### src/design/spart_driver_cfg.svh
// Configuration constants for the serial-port host driver
`ifndef SPART_DRIVER_CFG_SVH
`define SPART_DRIVER_CFG_SVH

// memory and cpu widths
`define SPD_MEM_AW 14
`define SPD_WORD_W 64
`define SPD_PC_W 16

// command slot at the top of data memory
`define SPD_LAST_SLOT 14'h3fff
// highest pc value of the boot loop
`define SPD_BOOT_PC 16'd3

// receive-side baud divisors, one per selection
`define SPD_BAUD_0 16'h0082
`define SPD_BAUD_1 16'h028b
`define SPD_BAUD_2 16'h0146
`define SPD_BAUD_3 16'h00a3

// character encodings
`define SPD_CH_ZERO 8'h30
`define SPD_CH_SEND 8'h73
`define SPD_CH_START 8'h61
`define SPD_CH_END 8'h65
`define SPD_FRAME_LEN 9

`endif

### src/design/spart_driver_pkg.sv
// Shared types for the serial-port host driver
`include "spart_driver_cfg.svh"

package spart_driver_pkg;

   // serial data byte
   typedef logic [7:0] byte_t;

   // memory port
   typedef logic [`SPD_MEM_AW-1:0] mem_addr_t;
   typedef logic [`SPD_WORD_W-1:0] mem_word_t;

   // program counter from the cpu fetch stage
   typedef logic [`SPD_PC_W-1:0] pc_t;

   // divisor written to the port in two halves
   typedef logic [15:0] baud_t;

   // port register select
   typedef logic [1:0] ioaddr_t;

   // decoded command character
   typedef enum logic [1:0]
   {
      CMD_NONE,
      CMD_SEND,
      CMD_START,
      CMD_END
   } cmd_e;

   // main controller states
   typedef enum logic [2:0]
   {
      CTRL_BAUD_LOW,
      CTRL_BAUD_HIGH,
      CTRL_IDLE,
      CTRL_ECHO,
      CTRL_WAIT_RUN,
      CTRL_RUN,
      CTRL_WAIT_FLUSH,
      CTRL_SEND
   } ctrl_state_e;

   // result sender states
   typedef enum logic [1:0]
   {
      SEND_IDLE,
      SEND_READ,
      SEND_LOAD,
      SEND_BYTES
   } send_state_e;

endpackage

### src/design/frame_decoder.sv
// Frame decoder that stores the eight digits, decodes the command and keeps the window
`include "spart_driver_cfg.svh"

module frame_decoder
(
   input  logic                          clk,
   input  logic                          rst_n,
   input  logic                          load_i,
   input  spart_driver_pkg::byte_t       rx_byte_i,
   input  logic                          cmd_ack_i,
   output spart_driver_pkg::cmd_e        cmd_o,
   output spart_driver_pkg::mem_word_t   word_o,
   output spart_driver_pkg::mem_addr_t   win_start_o,
   output spart_driver_pkg::mem_addr_t   win_end_o
);
   import spart_driver_pkg::*;

   localparam int DIGITS = `SPD_FRAME_LEN - 1;

   logic [3:0] pos_q;
   logic       last_pos;
   byte_t      digit_q [0:DIGITS-1];
   cmd_e       cmd_q;
   cmd_e       cmd_dec;
   mem_addr_t  start_q;
   mem_addr_t  end_q;

   //////////////////////////////////////////////////////////////////////
   // character position within the frame
   //////////////////////////////////////////////////////////////////////

   // the ninth character is the command
   assign last_pos = (pos_q == 4'(DIGITS));

   always_ff @(posedge clk or negedge rst_n)
   begin
      if (!rst_n)
         pos_q <= 4'd0;
      else if (load_i)
      begin
         if (last_pos)
            pos_q <= 4'd0;
         else
            pos_q <= pos_q + 4'd1;
      end
   end

   // digits are kept as values, not ascii
   always_ff @(posedge clk)
   begin
      if (load_i && !last_pos)
         digit_q[pos_q[2:0]] <= rx_byte_i - byte_t'(`SPD_CH_ZERO);
   end

   // position 0 lands in the top byte
   always_comb
   begin
      for (int i = 0; i < DIGITS; i++)
         word_o[`SPD_WORD_W-1-8*i -: 8] = digit_q[i];
   end

   //////////////////////////////////////////////////////////////////////
   // command decode
   //////////////////////////////////////////////////////////////////////

   always_comb
   begin
      case (rx_byte_i)
         `SPD_CH_SEND:  cmd_dec = CMD_SEND;
         `SPD_CH_START: cmd_dec = CMD_START;
         `SPD_CH_END:   cmd_dec = CMD_END;
         default:       cmd_dec = CMD_NONE;
      endcase
   end

   // held until the controller acknowledges it
   always_ff @(posedge clk or negedge rst_n)
   begin
      if (!rst_n)
         cmd_q <= CMD_NONE;
      else if (load_i && last_pos)
         cmd_q <= cmd_dec;
      else if (cmd_ack_i)
         cmd_q <= CMD_NONE;
   end

   assign cmd_o = cmd_q;

   //////////////////////////////////////////////////////////////////////
   // result window
   //////////////////////////////////////////////////////////////////////

   always_ff @(posedge clk or negedge rst_n)
   begin
      if (!rst_n)
      begin
         start_q <= '0;
         end_q   <= '0;
      end
      else if (cmd_ack_i)
      begin
         // only the low address bits of the packed word matter
         if (cmd_q == CMD_START)
            start_q <= word_o[`SPD_MEM_AW-1:0];
         if (cmd_q == CMD_END)
            end_q <= word_o[`SPD_MEM_AW-1:0];
      end
   end

   assign win_start_o = start_q;
   assign win_end_o   = end_q;

endmodule

### src/design/run_controller.sv
// Main controller that owns the serial port and memory port and sequences each run
`include "spart_driver_cfg.svh"

module run_controller
(
   input  logic                          clk,
   input  logic                          rst_n,
   input  logic [1:0]                    br_cfg_i,
   input  logic                          rda_i,
   input  logic                          tbr_i,
   input  spart_driver_pkg::byte_t       dbus_i,
   input  spart_driver_pkg::pc_t         cpu_pc_i,
   input  logic                          mem_fin_i,
   input  spart_driver_pkg::cmd_e        cmd_i,
   input  spart_driver_pkg::mem_word_t   word_i,
   input  logic                          rd_en_i,
   input  spart_driver_pkg::mem_addr_t   rd_addr_i,
   input  logic                          tx_valid_i,
   input  spart_driver_pkg::byte_t       tx_byte_i,
   input  logic                          done_i,
   output spart_driver_pkg::ioaddr_t     ioaddr_o,
   output logic                          iorw_o,
   output spart_driver_pkg::byte_t       dbus_o,
   output logic                          enb_o,
   output logic                          web_o,
   output spart_driver_pkg::mem_addr_t   addrb_o,
   output spart_driver_pkg::mem_word_t   dinb_o,
   output logic                          flsh_o,
   output logic                          load_o,
   output spart_driver_pkg::byte_t       rx_byte_o,
   output logic                          cmd_ack_o,
   output logic                          start_o,
   output logic                          send_ok_o
);
   import spart_driver_pkg::*;

   // port register map
   localparam ioaddr_t REG_DATA   = 2'd0;
   localparam ioaddr_t REG_STATUS = 2'd1;
   localparam ioaddr_t REG_DIV_LO = 2'd2;
   localparam ioaddr_t REG_DIV_HI = 2'd3;

   ctrl_state_e state_q;
   ctrl_state_e state_d;
   logic [1:0]  cfg_q;
   logic        cfg_upd;
   logic        fin_q;
   byte_t       echo_q;
   baud_t       divisor;

   //////////////////////////////////////////////////////////////////////
   // state, baud selection and flush-done latch
   //////////////////////////////////////////////////////////////////////

   always_ff @(posedge clk or negedge rst_n)
   begin
      if (!rst_n)
      begin
         state_q <= CTRL_BAUD_LOW;
         cfg_q   <= 2'd0;
         fin_q   <= 1'b0;
      end
      else
      begin
         state_q <= state_d;
         if (cfg_upd)
            cfg_q <= br_cfg_i;
         // a new flush cancels the old finish
         if (flsh_o)
            fin_q <= 1'b0;
         else if (mem_fin_i)
            fin_q <= 1'b1;
      end
   end

   // received character kept for the echo
   always_ff @(posedge clk)
   begin
      if (load_o)
         echo_q <= dbus_i;
   end

   always_comb
   begin
      case (br_cfg_i)
         2'd0:    divisor = `SPD_BAUD_0;
         2'd1:    divisor = `SPD_BAUD_1;
         2'd2:    divisor = `SPD_BAUD_2;
         default: divisor = `SPD_BAUD_3;
      endcase
   end

   assign rx_byte_o = dbus_i;
   // per-word go for the sender
   assign send_ok_o = tbr_i && fin_q && (state_q == CTRL_SEND);

   //////////////////////////////////////////////////////////////////////
   // next state and bus control
   //////////////////////////////////////////////////////////////////////

   always_comb
   begin
      // idle bus reads the status register
      state_d   = state_q;
      ioaddr_o  = REG_STATUS;
      iorw_o    = 1'b1;
      dbus_o    = '0;
      enb_o     = 1'b0;
      web_o     = 1'b0;
      addrb_o   = `SPD_LAST_SLOT;
      dinb_o    = word_i;
      flsh_o    = 1'b0;
      load_o    = 1'b0;
      cmd_ack_o = 1'b0;
      start_o   = 1'b0;
      cfg_upd   = 1'b0;
      case (state_q)
         CTRL_BAUD_LOW:
         begin
            ioaddr_o = REG_DIV_LO;
            iorw_o   = 1'b0;
            dbus_o   = divisor[7:0];
            state_d  = CTRL_BAUD_HIGH;
         end
         CTRL_BAUD_HIGH:
         begin
            ioaddr_o = REG_DIV_HI;
            iorw_o   = 1'b0;
            dbus_o   = divisor[15:8];
            cfg_upd  = 1'b1;
            state_d  = CTRL_IDLE;
         end
         CTRL_IDLE:
         begin
            if (br_cfg_i != cfg_q)
               state_d = CTRL_BAUD_LOW;
            else if (cmd_i != CMD_NONE)
            begin
               cmd_ack_o = 1'b1;
               // window commands are taken by the decoder
               if (cmd_i == CMD_SEND)
               begin
                  enb_o   = 1'b1;
                  web_o   = 1'b1;
                  state_d = CTRL_WAIT_RUN;
               end
            end
            else if (rda_i)
            begin
               ioaddr_o = REG_DATA;
               load_o   = 1'b1;
               state_d  = CTRL_ECHO;
            end
         end
         CTRL_ECHO:
         begin
            if (tbr_i)
            begin
               ioaddr_o = REG_DATA;
               iorw_o   = 1'b0;
               dbus_o   = echo_q;
               state_d  = CTRL_IDLE;
            end
         end
         CTRL_WAIT_RUN:
         begin
            // cpu has left the boot loop, so run the benchmark only once
            if (cpu_pc_i > `SPD_BOOT_PC)
            begin
               enb_o   = 1'b1;
               web_o   = 1'b1;
               dinb_o  = '0;
               state_d = CTRL_RUN;
            end
         end
         CTRL_RUN:
         begin
            if (cpu_pc_i <= `SPD_BOOT_PC)
            begin
               flsh_o  = 1'b1;
               start_o = 1'b1;
               state_d = CTRL_WAIT_FLUSH;
            end
         end
         CTRL_WAIT_FLUSH:
         begin
            if (fin_q)
               state_d = CTRL_SEND;
         end
         CTRL_SEND:
         begin
            // sender owns both ports here
            enb_o   = rd_en_i;
            addrb_o = rd_addr_i;
            if (tx_valid_i)
            begin
               ioaddr_o = REG_DATA;
               iorw_o   = 1'b0;
               dbus_o   = tx_byte_i;
            end
            if (done_i)
               state_d = CTRL_IDLE;
         end
         default:
            state_d = CTRL_IDLE;
      endcase
   end

endmodule

### src/design/result_sender.sv
// Result sender that reads the memory window and serializes each word high byte first
`include "spart_driver_cfg.svh"

module result_sender
(
   input  logic                          clk,
   input  logic                          rst_n,
   input  logic                          start_i,
   input  logic                          send_ok_i,
   input  logic                          tbr_i,
   input  spart_driver_pkg::mem_addr_t   win_start_i,
   input  spart_driver_pkg::mem_addr_t   win_end_i,
   input  spart_driver_pkg::mem_word_t   doutb_i,
   output logic                          rd_en_o,
   output spart_driver_pkg::mem_addr_t   rd_addr_o,
   output logic                          tx_valid_o,
   output spart_driver_pkg::byte_t       tx_byte_o,
   output logic                          done_o
);
   import spart_driver_pkg::*;

   send_state_e state_q;
   mem_addr_t   addr_q;
   logic        more_q;
   logic [2:0]  byte_cnt_q;
   mem_word_t   buf_q;

   //////////////////////////////////////////////////////////////////////
   // word and byte sequencing
   //////////////////////////////////////////////////////////////////////

   always_ff @(posedge clk or negedge rst_n)
   begin
      if (!rst_n)
      begin
         state_q    <= SEND_IDLE;
         addr_q     <= '0;
         more_q     <= 1'b0;
         byte_cnt_q <= 3'd0;
      end
      else
      begin
         case (state_q)
            SEND_IDLE:
            begin
               if (start_i)
               begin
                  addr_q  <= win_start_i;
                  // empty window when start is above end
                  more_q  <= (win_start_i <= win_end_i);
                  state_q <= SEND_READ;
               end
            end
            SEND_READ:
            begin
               if (send_ok_i)
               begin
                  if (more_q)
                  begin
                     // flag tracks the end so the counter may wrap safely
                     more_q  <= (addr_q != win_end_i);
                     addr_q  <= addr_q + 1'b1;
                     state_q <= SEND_LOAD;
                  end
                  else
                     state_q <= SEND_IDLE;
               end
            end
            SEND_LOAD:
            begin
               byte_cnt_q <= 3'd0;
               state_q    <= SEND_BYTES;
            end
            SEND_BYTES:
            begin
               if (tbr_i)
               begin
                  byte_cnt_q <= byte_cnt_q + 3'd1;
                  if (byte_cnt_q == 3'd7)
                     state_q <= SEND_READ;
               end
            end
            default:
               state_q <= SEND_IDLE;
         endcase
      end
   end

   // read data arrives one cycle after the request
   always_ff @(posedge clk)
   begin
      if (state_q == SEND_LOAD)
         buf_q <= doutb_i;
      else if (state_q == SEND_BYTES && tbr_i)
         buf_q <= buf_q << 8;
   end

   assign rd_en_o    = (state_q == SEND_READ) && send_ok_i && more_q;
   assign rd_addr_o  = addr_q;
   assign tx_valid_o = (state_q == SEND_BYTES) && tbr_i;
   assign tx_byte_o  = buf_q[`SPD_WORD_W-1 -: 8];
   assign done_o     = (state_q == SEND_READ) && send_ok_i && !more_q;

endmodule

### src/design/spart_driver.sv
// Top level of the serial-port host driver that loads benchmarks and returns results
module spart_driver
(
   input  logic                          clk,
   input  logic                          rst_n,
   // serial port
   input  logic [1:0]                    br_cfg_i,
   input  logic                          rda_i,
   input  logic                          tbr_i,
   input  spart_driver_pkg::byte_t       dbus_i,
   output spart_driver_pkg::ioaddr_t     ioaddr_o,
   output logic                          iorw_o,
   output spart_driver_pkg::byte_t       dbus_o,
   // data memory port b
   output logic                          enb_o,
   output logic                          web_o,
   output spart_driver_pkg::mem_addr_t   addrb_o,
   output spart_driver_pkg::mem_word_t   dinb_o,
   input  spart_driver_pkg::mem_word_t   doutb_i,
   // cpu and memory system
   input  spart_driver_pkg::pc_t         cpu_pc_i,
   output logic                          flsh_o,
   input  logic                          mem_fin_i
);
   import spart_driver_pkg::*;

   // decoder to controller
   logic      load;
   byte_t     rx_byte;
   logic      cmd_ack;
   cmd_e      cmd;
   mem_word_t word;
   mem_addr_t win_start;
   mem_addr_t win_end;

   // sender to controller
   logic      start;
   logic      send_ok;
   logic      rd_en;
   mem_addr_t rd_addr;
   logic      tx_valid;
   byte_t     tx_byte;
   logic      done;

   frame_decoder u_frame_decoder
   (
      .clk         (clk),
      .rst_n       (rst_n),
      .load_i      (load),
      .rx_byte_i   (rx_byte),
      .cmd_ack_i   (cmd_ack),
      .cmd_o       (cmd),
      .word_o      (word),
      .win_start_o (win_start),
      .win_end_o   (win_end)
   );

   run_controller u_run_controller
   (
      .clk        (clk),
      .rst_n      (rst_n),
      .br_cfg_i   (br_cfg_i),
      .rda_i      (rda_i),
      .tbr_i      (tbr_i),
      .dbus_i     (dbus_i),
      .cpu_pc_i   (cpu_pc_i),
      .mem_fin_i  (mem_fin_i),
      .cmd_i      (cmd),
      .word_i     (word),
      .rd_en_i    (rd_en),
      .rd_addr_i  (rd_addr),
      .tx_valid_i (tx_valid),
      .tx_byte_i  (tx_byte),
      .done_i     (done),
      .ioaddr_o   (ioaddr_o),
      .iorw_o     (iorw_o),
      .dbus_o     (dbus_o),
      .enb_o      (enb_o),
      .web_o      (web_o),
      .addrb_o    (addrb_o),
      .dinb_o     (dinb_o),
      .flsh_o     (flsh_o),
      .load_o     (load),
      .rx_byte_o  (rx_byte),
      .cmd_ack_o  (cmd_ack),
      .start_o    (start),
      .send_ok_o  (send_ok)
   );

   result_sender u_result_sender
   (
      .clk         (clk),
      .rst_n       (rst_n),
      .start_i     (start),
      .send_ok_i   (send_ok),
      .tbr_i       (tbr_i),
      .win_start_i (win_start),
      .win_end_i   (win_end),
      .doutb_i     (doutb_i),
      .rd_en_o     (rd_en),
      .rd_addr_o   (rd_addr),
      .tx_valid_o  (tx_valid),
      .tx_byte_o   (tx_byte),
      .done_o      (done)
   );

endmodule

### config.mk
export PLATFORM = sky130hd
export DESIGN_NAME = spart_driver
export DESIGN_NICKNAME = d
export VERILOG_FILES = /design/src/design/spart_driver_pkg.sv /design/src/design/frame_decoder.sv /design/src/design/run_controller.sv /design/src/design/result_sender.sv /design/src/design/spart_driver.sv
export VERILOG_INCLUDE_DIRS = /design/src /design/src/design
export SDC_FILE = /design/constraint.sdc
export NUM_CORES = 1
export LEC_CHECK = 0
export BUFFER_PORTS_ARGS = -buffer_cell sky130_fd_sc_hd__buf_4
export CAP_MARGIN = 20
export CORE_UTILIZATION = 39
export DETAILED_ROUTE_END_ITERATION = 10
export MAX_ROUTING_LAYER = met4
export SYNTH_ARGS = -nofsm -noshare
export SYNTH_HDL_FRONTEND = slang
export SYNTH_HIERARCHICAL = 1
export SYNTH_SLANG_ARGS = --single-unit
### constraint.sdc
create_clock -name clk -period 4.6 [get_ports clk]
set_input_delay 0.69 -clock clk [delete_from_list [all_inputs] [get_ports clk]]
set_output_delay 0.69 -clock clk [all_outputs]
set_load 0.03 [all_outputs]
==> impl_metrics.env <==
export IMPL_layout_cells_non_filler=1218
export IMPL_crit_type="reg2out"
export IMPL_pin_count=187
export IMPL_grt_busiest_layer="met2"
export IMPL_area_growth_pct=22.49
export IMPL_antenna_cells=0
export IMPL_internal_power_mw=3.772
export IMPL_clockBufferDepth=2
export IMPL_cts_setup_buffers=0
export IMPL_drt_initial_drc_count=396
export IMPL_p_switching_mw=1.948
export IMPL_cts_tree="yes"
export IMPL_synth_distinct_cells=53
export IMPL_crit_path_start_kind="register"
export IMPL_cp_end_kind="output pin"
export IMPL_grt_use_met2_pct=29.25
export IMPL_final_util_pct=48.92
export IMPL_first_global_vias=6183
export IMPL_first_pass_iters=4
export IMPL_fin_crit_sh_pct=72.06
export IMPL_io_buffers=184
export IMPL_start_util_pct=39.94
export IMPL_place_hpwl_mm=15.32
export IMPL_hold_viol=0
export IMPL_vdd_drop_max_mv=0.2615
export IMPL_tightestPinTransition_ns=0.8963
export IMPL_whs_ns=0.3374
export IMPL_p_per_area_mw_per_mm2=495.1
export IMPL_yosysWarnings=6
export IMPL_drive_gt1_share_pct=36.60
export IMPL_switching_share_pct=34.05
export IMPL_die_area_mm2=0.02481
export IMPL_clockRootBuffer="clkbuf_16"
export IMPL_async_reset_ff_share_pct=30.61
export IMPL_p_total_mw=5.720
export IMPL_grt_pass1_wl_mm=33.53
export IMPL_clock_sinks=196
export IMPL_synth_seq_cells=196
export IMPL_slowest_delay_ns=0.67
export IMPL_crit_fanout=18
export IMPL_fin_skew_ns=0.02268
export IMPL_ant_nets=0
export IMPL_finalSetupViolCount=0
export IMPL_met3_usage_pct=5.644
export IMPL_syn_cell_area_mm2=0.009432
export IMPL_clock_latency_ns=0.44
export IMPL_power_share_clock_pct=26.4
export IMPL_synth_edf_count=136
export IMPL_seq_power_share_pct=42.9
export IMPL_worstPathRequired_ns=3.91
export IMPL_synthFlopType="edfxtp_1"
export IMPL_min_period_ns=3.315
export IMPL_syn_num_nets=844
export IMPL_num_rows=56
export IMPL_syn_area_per_cell_um2=13.05
export IMPL_cts_resized=0
export IMPL_cts_htree_levels=4
export IMPL_place_inst=1185
export IMPL_met1_usage_pct=23.10
export IMPL_antenna_found_initial=0
export IMPL_status="finished clean"
export IMPL_tns_ns=0
export IMPL_relSlewSlack_pct=40.04
export IMPL_drv_cap=0
export IMPL_fmax_mhz=301.7
export IMPL_path_clk_slew_ns=0.07
export IMPL_hp_class="in2async"
export IMPL_comb_power_share_pct=30.7
export IMPL_grt_usage_pct=18.53
export IMPL_cts_buffers=17
export IMPL_dieHeight_um=157.5
export IMPL_ys_seq_area_share_pct=59.22
export IMPL_drcViolationCount=0
export IMPL_via_count=6076
export IMPL_syn_inst=723
export IMPL_vias_per_cell=4.989
export IMPL_wl_per_cell_um=17.64
export IMPL_p_leak_nw=4.659
export IMPL_postCtsHoldBufs=0
export IMPL_coreArea_mm2=0.02361
export IMPL_final_nets=1007
export IMPL_maxSlewViolCount=0
export IMPL_die_w_um=157.5
export IMPL_crit_slowest_cell="dfrtp_1"
export IMPL_totalWireLength_mm=21.49
export IMPL_cp_data_arrival_time_ns=2.62
export IMPL_overflow=0
export IMPL_grt_setup_unrepaired="false"
export IMPL_path_cells="nand2_1, nor2_1, and2_1, a221o_1, buf_4"
export IMPL_grt_max_degree=68
export IMPL_gp_congestion=0.8399
[layer usage]
layer | up-vias | share of wire (%)
li1 | 2931 | -
met1 | 2970 | 42
met2 | 163 | 49
met3 | 12 | 8.0
met4 | 0 | 0.93
met5 | - | 0
[metrics by stage]
| stage | worst slack [ns] | area [µm²] |
|---|---|---|
| after floorplan | 1.297 | 9432 |
| final | 1.285 | 11550 |
| after detailed placement | 1.214 | 10940 |
| after global routing | 1.037 | 11550 |
| after global placement | 1.216 | 10940 |
| after CTS | 1.230 | 11540 |
[cells by family (layout without fill, tap and decap cells)]
logic type / after synthesis / count (layout) / share of synthesized area [%]
flip-flops: 196 / 196 / 59.22
multiplexers: 100 / 100 / 11.79
adder cells (fa/ha/maj): 26 / 26 / 3.449
XOR/XNOR: 20 / 20 / 1.857
buffers and inverters: 78 / 254 / 4.643
AND/OR/NAND/NOR: 226 / 226 / 13.66
AO/OA/AOI/OAI: 77 / 77 / 5.373
[final timing paths]
kind                                                start                              to  slack (ns)  depth (start not counted)
max                           u_run_controller/state_q[1]                       dbus_o[1]        1.29                          5
min                                                 rst_n    u_result_sender/rd_addr_o[6]        0.34                          1
max reg2reg                   u_run_controller/state_q[1]    u_result_sender/rd_addr_o[9]        1.49                          8
min reg2reg                u_frame_decoder/win_start_o[0]  u_frame_decoder/win_start_o[0]        0.51                          1
max in group asynchronous                           rst_n    u_frame_decoder/win_end_o[7]        3.72                          1
min in group clk                                dbus_i[7]      u_run_controller/echo_q[7]        0.45                          1
[critical path, delay by kind of cell (launching register included)]
family,cells,cell delay (ns)
buffers and inverters,1,0.17
DFF,1,0.67
and+or+nand+nor,3,1.13
AOI/OAI and AO/OA,1,0.21
[layout by cell type (no fill, tap or decap), types with 16 or more instances in the layout]
| cell type | count |
|---|---|
| a21oi_1 | 20 |
| and2_1 | 75 |
| buf_4 | 191 |
| clkbuf_16 | 17 |
| dfrtp_1 | 60 |
| edfxtp_1 | 136 |
| ha_1 | 25 |
| inv_1 | 30 |
| mux2_2 | 89 |
| nand2_1 | 37 |
| nor2_1 | 29 |
| o21ai_0 | 16 |
| or3_1 | 17 |
| xnor2_1 | 17 |
[power groups by stage]
stage                     clock network, mW  registers, mW  logic (mW)
after CTS                              1.56           2.45        1.77
after global routing                   1.63           2.49        1.91
after floorplan                           0           2.39        1.36
final                                  1.51           2.45        1.75
after detailed placement                  0           2.49        1.77
after global placement                    0           2.48        1.75
[flip-flops by register name, indices dropped and copies added, names as in the netlist]
| signal | count |
|---|---|
| u_frame_decoder/digit_q | 64 |
| u_result_sender/buf_q | 64 |
| u_frame_decoder/win_end_o | 14 |
| u_frame_decoder/win_start_o | 14 |
| u_result_sender/rd_addr_o | 14 |
| u_run_controller/echo_q | 8 |
| u_frame_decoder/pos_q | 4 |
| u_result_sender/byte_cnt_q | 3 |
| u_run_controller/state_q | 3 |
| u_frame_decoder/cmd_o | 2 |
| u_result_sender/state_q | 2 |
| u_run_controller/cfg_q | 2 |
| u_result_sender/more_q | 1 |
| u_run_controller/fin_q | 1 |
[final cells by class]
cell class                      instances  area [µm²]
Sequential cell                       196        5585
Fill cell                            2154       12060
Tap cell                              319       399.1
Timing Repair Buffer                  192        1441
Inverter                               30       112.6
Clock buffer                           17       425.4
Clock inverter                         15       177.7
Multi-Input combinational cell        449        3411
[Yosys cell counts (2+ instances only)]
cell / n / share of area, %
o21ai_1: 3 / 0.16
dfrtp_1: 60 / 16
nand3_2: 2 / 0.21
nand3_1: 10 / 0.53
a31oi_1: 3 / 0.20
nor4_2: 3 / 0.40
a22o_1: 3 / 0.28
nand4_1: 11 / 0.73
nor2b_1: 4 / 0.27
o21ai_0: 16 / 0.85
nand3b_1: 3 / 0.24
a31o_2: 2 / 0.19
buf_4: 18 / 1.4
xor2_1: 3 / 0.28
o32ai_1: 2 / 0.19
nor2_1: 29 / 1.2
nand2_1: 37 / 1.5
xnor2_1: 17 / 1.6
mux2i_1: 11 / 1.2
buf_6: 9 / 1.1
a21o_1: 3 / 0.24
edfxtp_1: 136 / 43
inv_1: 30 / 1.2
and2_1: 75 / 5.0
a221o_1: 7 / 0.74
o22ai_1: 8 / 0.53
o221a_2: 3 / 0.36
or3_1: 17 / 1.1
ha_1: 26 / 3.4
buf_2: 7 / 0.37
clkbuf_1: 12 / 0.48
mux2_2: 89 / 11
or2_2: 2 / 0.13
nor3_1: 8 / 0.42
nand2b_1: 6 / 0.40
nor4_1: 3 / 0.20
a21oi_1: 20 / 1.1
and3_1: 10 / 0.66
Note: power is estimated with default switching activity, not from simulation.
